<file path="src/hw/vga_pkg.sv">
/*
 * VGA package
 * Raster constants for 640x480, the colour set, the video bus struct
 * and the types used by the menu stage.
 */

`default_nettype none

package vga_pkg;

    // Visible area and full raster, in pixels and lines
    localparam logic [10:0] HOR_PIXELS = 11'd640;
    localparam logic [10:0] VER_PIXELS = 11'd480;
    localparam logic [10:0] HOR_TOTAL  = 11'd800;
    localparam logic [10:0] VER_TOTAL  = 11'd525;

    // Sync pulses are active high, START inclusive and STOP exclusive
    localparam logic [10:0] HOR_SYNC_START = 11'd656;
    localparam logic [10:0] HOR_SYNC_STOP  = 11'd752;
    localparam logic [10:0] VER_SYNC_START = 11'd490;
    localparam logic [10:0] VER_SYNC_STOP  = 11'd492;

    // Menu window sits in the top left corner of the screen
    localparam logic [10:0] MENU_WIDTH  = 11'd512;
    localparam logic [10:0] MENU_HEIGHT = 11'd384;

    // Clocks from the menu stage input to the ROM data
    localparam int MENU_DELAY = 2;

    // 12-bit RGB, 4 bits per channel
    localparam logic [11:0] BLANK_GREY      = 12'h888;
    localparam logic [11:0] BORDER_WHITE    = 12'hFFF;
    localparam logic [11:0] BACKGROUND_BLUE = 12'h004;
    localparam logic [11:0] BLACK           = 12'h000;

    typedef struct packed {
        logic [10:0] hcount;
        logic        hsync;
        logic        hblnk;
        logic [10:0] vcount;
        logic        vsync;
        logic        vblnk;
        logic [11:0] rgb;
    } vga_bus_t;

    // Image address in 8x8 pixel blocks
    typedef struct packed {
        logic [6:0] row_blk;
        logic [6:0] col_blk;
    } menu_addr_t;

    typedef enum logic {
        MODE_MENU,
        MODE_GAME
    } menu_mode_t;

endpackage

`default_nettype wire

</file>
<file path="src/hw/vga_timing.sv">
/*
 * VGA timing generator
 * Counts pixels and lines of the 800x525 raster and decodes the
 * syncs and blanking for the 640x480 visible area.
 */

`default_nettype none

module vga_timing (
    input  logic              clk,
    input  logic              rst,
    output vga_pkg::vga_bus_t video
);

    import vga_pkg::*;

    logic [10:0] hcount_nxt;
    logic [10:0] vcount_nxt;
    logic        line_end;

    assign line_end = (video.hcount == HOR_TOTAL - 11'd1);

    // Next position in the raster, the line advances at each horizontal wrap
    always_comb begin
        if (line_end) begin
            hcount_nxt = '0;
            if (video.vcount == VER_TOTAL - 11'd1) begin
                vcount_nxt = '0;
            end else begin
                vcount_nxt = video.vcount + 11'd1;
            end
        end else begin
            hcount_nxt = video.hcount + 11'd1;
            vcount_nxt = video.vcount;
        end
    end

    // The counts are the output registers themselves, so the flags are
    // decoded from the next position to stay aligned with them
    always_ff @(posedge clk) begin
        if (rst) begin
            video <= '0;
        end else begin
            video.hcount <= hcount_nxt;
            video.vcount <= vcount_nxt;
            video.hsync  <= (hcount_nxt >= HOR_SYNC_START) && (hcount_nxt < HOR_SYNC_STOP);
            video.vsync  <= (vcount_nxt >= VER_SYNC_START) && (vcount_nxt < VER_SYNC_STOP);
            video.hblnk  <= (hcount_nxt >= HOR_PIXELS);
            video.vblnk  <= (vcount_nxt >= VER_PIXELS);
            video.rgb    <= '0;
        end
    end

endmodule

`default_nettype wire

</file>
<file path="src/hw/draw_background.sv">
/*
 * Background stage
 * Paints the visible area dark blue with a one-pixel white frame
 * around its edge and greys out the blanking intervals.
 */

`default_nettype none

module draw_background (
    input  logic              clk,
    input  logic              rst,
    input  vga_pkg::vga_bus_t video_in,
    output vga_pkg::vga_bus_t video_out
);

    import vga_pkg::*;

    logic [11:0] rgb_nxt;
    logic        on_border;

    assign on_border = (video_in.vcount == 11'd0) ||
                       (video_in.vcount == VER_PIXELS - 11'd1) ||
                       (video_in.hcount == 11'd0) ||
                       (video_in.hcount == HOR_PIXELS - 11'd1);

    always_comb begin
        if (video_in.hblnk || video_in.vblnk) begin
            rgb_nxt = BLANK_GREY;
        end else if (on_border) begin
            rgb_nxt = BORDER_WHITE;
        end else begin
            rgb_nxt = BACKGROUND_BLUE;
        end
    end

    // Timing passes through with one clock of latency
    always_ff @(posedge clk) begin
        if (rst) begin
            video_out <= '0;
        end else begin
            video_out     <= video_in;
            video_out.rgb <= rgb_nxt;
        end
    end

endmodule

`default_nettype wire

</file>
<file path="src/hw/signal_delay.sv">
/*
 * Signal delay line
 * Shifts a WIDTH-bit bus through CLK_DEL registers.
 */

`default_nettype none

module signal_delay #(
    parameter int WIDTH   = 1,
    parameter int CLK_DEL = 1
) (
    input  logic             clk,
    input  logic             rst,
    input  logic [WIDTH-1:0] din,
    output logic [WIDTH-1:0] dout
);

    logic [WIDTH-1:0] stages [CLK_DEL];

    always_ff @(posedge clk) begin
        if (rst) begin
            for (int i = 0; i < CLK_DEL; i++) begin
                stages[i] <= '0;
            end
        end else begin
            stages[0] <= din;
            for (int i = 1; i < CLK_DEL; i++) begin
                stages[i] <= stages[i-1];
            end
        end
    end

    assign dout = stages[CLK_DEL-1];

endmodule

`default_nettype wire

</file>
<file path="src/hw/menu_pattern_rom.sv">
/*
 * Menu pattern ROM
 * Stands in for the menu image memory, one clock of read latency.
 * Each 8x8 block gets a colour computed from its row and column.
 */

`default_nettype none

module menu_pattern_rom (
    input  logic                clk,
    input  vga_pkg::menu_addr_t addr,
    output logic [11:0]         rgb
);

    logic [3:0] red;
    logic [3:0] green;
    logic [3:0] blue;

    // Red follows the column, green the row
    assign red   = addr.col_blk[3:0];
    assign green = addr.row_blk[3:0];

    // Blue checkerboard, set where the block parity is even
    assign blue = (^{addr.row_blk, addr.col_blk}) ? 4'h0 : 4'hF;

    always_ff @(posedge clk) begin
        rgb <= {red, green, blue};
    end

endmodule

`default_nettype wire

</file>
<file path="src/hw/draw_menu.sv">
/*
 * Menu stage
 * Overlays the menu image on the 512x384 window while the game has
 * not started and blacks the window out once it has. The mode only
 * changes at the first pixel of a frame.
 */

`default_nettype none

module draw_menu (
    input  logic              clk,
    input  logic              rst,
    input  logic              start_game,
    input  vga_pkg::vga_bus_t video_in,
    output vga_pkg::vga_bus_t video_out
);

    import vga_pkg::*;

    menu_addr_t  pixel_addr;
    logic [11:0] rom_rgb;
    vga_bus_t    video_dly;
    menu_mode_t  mode;
    menu_mode_t  mode_nxt;
    logic        frame_start;
    logic        in_window;
    logic [11:0] rgb_nxt;

    // Image address in 8x8 blocks, ROM data follows one clock later
    always_ff @(posedge clk) begin
        if (rst) begin
            pixel_addr <= '0;
        end else begin
            pixel_addr.row_blk <= 7'(video_in.vcount >> 3);
            pixel_addr.col_blk <= 7'(video_in.hcount >> 3);
        end
    end

    menu_pattern_rom u_menu_pattern_rom (
        .clk,
        .addr (pixel_addr),
        .rgb  (rom_rgb)
    );

    // Timing copy that lines up with the ROM data
    signal_delay #(
        .WIDTH   ($bits(vga_bus_t)),
        .CLK_DEL (MENU_DELAY)
    ) u_signal_delay (
        .clk,
        .rst,
        .din  (video_in),
        .dout (video_dly)
    );

    assign frame_start = (video_dly.hcount == 11'd0) && (video_dly.vcount == 11'd0);

    // start_game is taken in only at the top of a frame and already
    // applies to that first pixel
    always_comb begin
        if (frame_start) begin
            mode_nxt = start_game ? MODE_GAME : MODE_MENU;
        end else begin
            mode_nxt = mode;
        end
    end

    always_ff @(posedge clk) begin
        if (rst) begin
            mode <= MODE_MENU;
        end else begin
            mode <= mode_nxt;
        end
    end

    assign in_window = (video_dly.hcount < MENU_WIDTH) && (video_dly.vcount < MENU_HEIGHT);

    always_comb begin
        if (video_dly.hblnk || video_dly.vblnk) begin
            rgb_nxt = BLANK_GREY;
        end else if (in_window) begin
            rgb_nxt = (mode_nxt == MODE_MENU) ? rom_rgb : BLACK;
        end else begin
            rgb_nxt = video_dly.rgb;
        end
    end

    always_ff @(posedge clk) begin
        if (rst) begin
            video_out <= '0;
        end else begin
            video_out     <= video_dly;
            video_out.rgb <= rgb_nxt;
        end
    end

endmodule

`default_nettype wire

</file>
<file path="src/hw/menu_display.sv">
/*
 * Menu display top level
 * Chains the raster generator, the background stage and the menu
 * stage into one 640x480 video pipeline.
 */

`default_nettype none

module menu_display (
    input  logic              clk,
    input  logic              rst,
    input  logic              start_game,
    output vga_pkg::vga_bus_t video
);

    import vga_pkg::*;

    vga_bus_t timing_bus;
    vga_bus_t background_bus;

    vga_timing u_vga_timing (
        .clk,
        .rst,
        .video (timing_bus)
    );

    draw_background u_draw_background (
        .clk,
        .rst,
        .video_in  (timing_bus),
        .video_out (background_bus)
    );

    // Output lags the raster counters by four clocks in total
    draw_menu u_draw_menu (
        .clk,
        .rst,
        .start_game,
        .video_in  (background_bus),
        .video_out (video)
    );

endmodule

`default_nettype wire

</file>
<file path="config.mk">
export PLATFORM = sky130hd
export DESIGN_NAME = menu_display
export DESIGN_NICKNAME = d
export VERILOG_FILES = /design/src/hw/vga_pkg.sv /design/src/hw/vga_timing.sv /design/src/hw/draw_background.sv /design/src/hw/signal_delay.sv /design/src/hw/menu_pattern_rom.sv /design/src/hw/draw_menu.sv /design/src/hw/menu_display.sv
export SDC_FILE = /design/constraint.sdc
export NUM_CORES = 1
export LEC_CHECK = 0
export BUFFER_PORTS_ARGS = -buffer_cell sky130_fd_sc_hd__buf_2
export CAP_MARGIN = 20
export CORE_MARGIN = 2
export CORE_UTILIZATION = 45
export CTS_CLUSTER_DIAMETER = 120
export DETAILED_ROUTE_END_ITERATION = 12
export GPL_TIMING_DRIVEN = 0
export PLACE_DENSITY_LB_ADDON = 0.05
export SKIP_LAST_GASP = 1
export SLEW_MARGIN = 20
export SYNTH_ARGS = -nofsm -noshare
export SYNTH_HDL_FRONTEND = slang
export SYNTH_SLANG_ARGS = --single-unit
</file>
<file path="constraint.sdc">
create_clock -name clk -period 2.67 [get_ports clk]
set_clock_uncertainty 0.1 [all_clocks]
set_input_delay 0.534 -clock clk [delete_from_list [all_inputs] [get_ports clk]]
set_output_delay 0.534 -clock clk [all_outputs]
set_load 0.005 [all_outputs]
</file>
==> run summary <==
Status: finished, final reports clean
Slowest CP cell: nor4_1
Placed Cells: 689
RSZ-0062 raised after global routing: false
Area leader, netlist: dfxtp_1
GP Congestion: 0.8110
Worst EP required: 2.93 ns
Post-Synth XOR/XNOR Area: 0.04841
Initial antenna violation count: 0
Fin. max-slew vios: 0
Sequential Power Share: 0.480
Post-Synth Simple-Gate Area: 0.2381
Clock power frac: 0.500
DRT Pass-1 Iters: 4
TritonCTS clock tree: built
WL/cell: 14.07 um
CP Cell Sequence: nor4_1 > nand4_1 > nor4_2 > mux2i_1 > buf_6 > a41o_1
Total track usage: 0.1712
Switch Pwr: 0.0009723 W
Cells after synthesis: 503
Post-DP HPWL: 7.124 mm
Gate power share: 0.020
Detail Route Antenna Nets: 0
Setup Viol. Count Final: 0
Startpoint Class: register
Largest family of logic cells by synthesized area: simple AND/OR/NAND/NOR gates
Synthesized area per cell: 10.79 um2
Pleak: 2.682 nW
# DRC: 0
Sink Count: 160
Fin crit period: 2.227 ns
Area occupied by multi-input gates: 2007 um2
#FFs+latches synth: 160
Peak VDD IR: 0.0003607 V
Final net count: 568
Achievable Freq: 0.4491 GHz
Net Sw Frac: 0.1934
I/O pins: 41
Period utilisation layout: 0.8340
Vias per inst: 4.782
Total wire length: 10.14 mm
Post-synth EDFFs: 0
Mapped Area: 5428 um2
CP Max Fanout: 10
Synth Area in Compound Gates: 0.07031
Max-slew headroom: 0.5214
Main synth FF type: dfxtp_1
P per Cell Area: 781.9 nW/um2
Full die area: 12,960 um2
Critical path class: reg2reg
Die Y: 113.8 um
Antenna cells: 0
CTS Buf Count: 17
Vias in the first global route: 3,286
Clock Path Buffers: 2
Total area of sequential cells: 3203 um2
Routed vias: 3,448
Mapped Nets: 510
Top cells by area, synth: dfxtp_1 (59%), nor2b_1 (12%), xnor2_1 (2.7%)
Max Cap Viol: 0
Die X: 113.8 um
Postcts setup bufs: 0
H-tree lvl count: 4
Share of the synthesized area in the top cell type: 0.5901
Worst min path class: reg2reg
Layout area overhead: 18.46%
Fillcell total: 1,086
Global-route wire length before repair: 16.94 mm
Port buffer count: 39
GRT overflow: 0
DR iter-0 viols: 149
CORE AREA: 11,910 um2
Initial core utilization: 0.4557
Internal power: 0.004055 W
Proportion of layout cells with a drive suffix above 1: 0.1742
Clock transition at path regs: 0.06 ns
Post-synthesis adder-cell area fraction: 0.009221
CP Capture Type: register
Final Hold Viols: 0
Setup TNS: 0 ns
Yosys warnings: 0
Critical Path AT: 2.48 ns
Async set-reset flop share out of synthesis: 0
Core Rows: 40
Sequential area share after synthesis: 0.5901
Clock Latency Late Sink: 0.41 ns
Root Buffer: clkbuf_16
Mux cell area share after synthesis: 0.003688
# hold bufs at CTS: 0
Critical path's largest stage delay: 0.59 ns
# resized after CTS: 0
Yosys cell types: 55
Tightest Pin Transition: 0.7179 ns
Largest net degree at the start of global routing: 17
Fin cells: 721
Reg2reg setup slack: 0.44 ns
metal layers:
layer | vias up | track usage | routed length (um)
met5 | - | 0 | 0
met4 | 0 | 0.07398 | 229
met2 | 68 | 0.2707 | 4718
met1 | 1571 | 0.2183 | 4857
li1 | 1794 | - | -
met3 | 15 | 0.05154 | 337
final cells by class:
class / instances / share of cell area
Timing Repair Buffer: 39 / 0.03036
Clock inverter: 9 / 0.02413
Inverter: 8 / 0.004670
Tap cell: 147 / 0.02860
Clock buffer: 23 / 0.07278
Sequential cell: 160 / 0.4982
Multi-Input combinational cell: 301 / 0.3121
Buffer: 34 / 0.02919
stage by stage:
step / worst slack (ns) / hold slack, ns / power, W / instance area [um2] / util
after floorplan: 0.7340 / 0.2578 / 0.002532 / 5428 / -
after detailed placement: 0.2060 / 0.2905 / 0.002568 / 5807 / 0.4875
final: 0.4431 / 0.2968 / 0.005027 / 6430 / 0.5398
after CTS: 0.4301 / 0.2968 / 0.005078 / 6430 / 0.5398
after global placement: 0.2366 / 0.2924 / 0.002567 / 5807 / 0.4875
after global routing: 0.2331 / 0.3012 / 0.005198 / 6430 / 0.5398
cell families (layout without fill, tap and decap cells):
kind of cell             count (synthesis)  count (layout)
flip-flops                             160             160
AND/OR/NAND/NOR                        217             217
multiplexers                             2               2
adder cells (fa/ha/maj)                  4               4
AO/OA/AOI/OAI                           48              48
buffers and inverters                   42             113
XOR/XNOR                                30              30
cell usage after synthesis (2+ instances only):
master and instances:
a21oi_1 13, nor4_2 3, buf_4 4, buf_6 5
xnor2_1 17, clkbuf_1 18, nand4_1 7, nor4_1 6
nor2b_1 108, o21a_1 2, and2_1 3, xor2_1 13
nor3_1 5, inv_1 7, nand3_1 9, nand2_1 14
and4_1 2, dfxtp_1 160, nor3_2 2, buf_2 6
nor2_1 37, or3_1 3, mux2i_1 2, ha_1 4
a41o_1 12, o21ai_0 2, a31oi_1 3, and3_1 7
a211oi_1 2, nand3_2 2
critical path: cells and delay by family, from the launching register on:
kind	cells	cell delay, ns
AND/OR/NAND/NOR	3	1.03
buffers and inverters	1	0.19
AO/OA/AOI/OAI	1	0.18
multiplexers	1	0.35
flip-flops	1	0.32
state kept, by name (all words and copies together), names as in the netlist:
signal	flops
u_draw_menu.video_out	37
u_draw_menu.mode	1
u_draw_menu.u_menu_pattern_rom.rgb	9
u_draw_background.video_out	29
u_draw_menu.pixel_addr	12
u_vga_timing.video	26
u_draw_menu.u_signal_delay.stages	46
path summary, 6_finish.rpt:
check,startpoint,endpoint,cells past startpoint
setup / recovery,u_draw_menu.u_signal_delay.stages[0][74],u_draw_menu.video_out[7],6
hold / removal,u_draw_menu.pixel_addr[9],u_draw_menu.u_menu_pattern_rom.rgb[6],0
setup reg to reg,u_draw_menu.u_signal_delay.stages[0][74],u_draw_menu.video_out[7],6
hold reg to reg,u_draw_menu.pixel_addr[9],u_draw_menu.u_menu_pattern_rom.rgb[6],0
power groups by stage:
stage               Clock [W]  Sequential [W]  Combinational (W)
finish                0.00251         0.00241          0.0000986
global route          0.00267         0.00242           0.000111
CTS                   0.00256         0.00241           0.000101
detailed placement          0         0.00247           0.000101
global placement            0         0.00247           0.000100
floorplan                   0         0.00247          0.0000666
placed cells by master, fill, tap and decap left out, drive strengths merged, types with 2 or more instances in the layout:
cell type / synthesis / final
inv: 8 / 9
o21ai: 3 / 3
or4: 2 / 2
buf: 16 / 55
dfxtp: 160 / 160
xor2: 13 / 13
o21a: 2 / 2
a211oi: 2 / 2
mux2i: 2 / 2
o221ai: 2 / 2
or3: 3 / 3
bufinv: 0 / 4
nor2b: 108 / 108
clkbuf: 18 / 41
and2: 3 / 3
clkinv: 0 / 3
nand2: 14 / 14
nand3: 11 / 11
nand4: 7 / 7
and3: 8 / 8
a41o: 12 / 12
o311ai: 2 / 2
nor2: 38 / 38
a31oi: 3 / 3
a21oi: 13 / 13
ha: 4 / 4
nor3: 7 / 7
nor4: 9 / 9
and4: 3 / 3
xnor2: 17 / 17
Note: power is estimated with default switching activity, not from simulation.
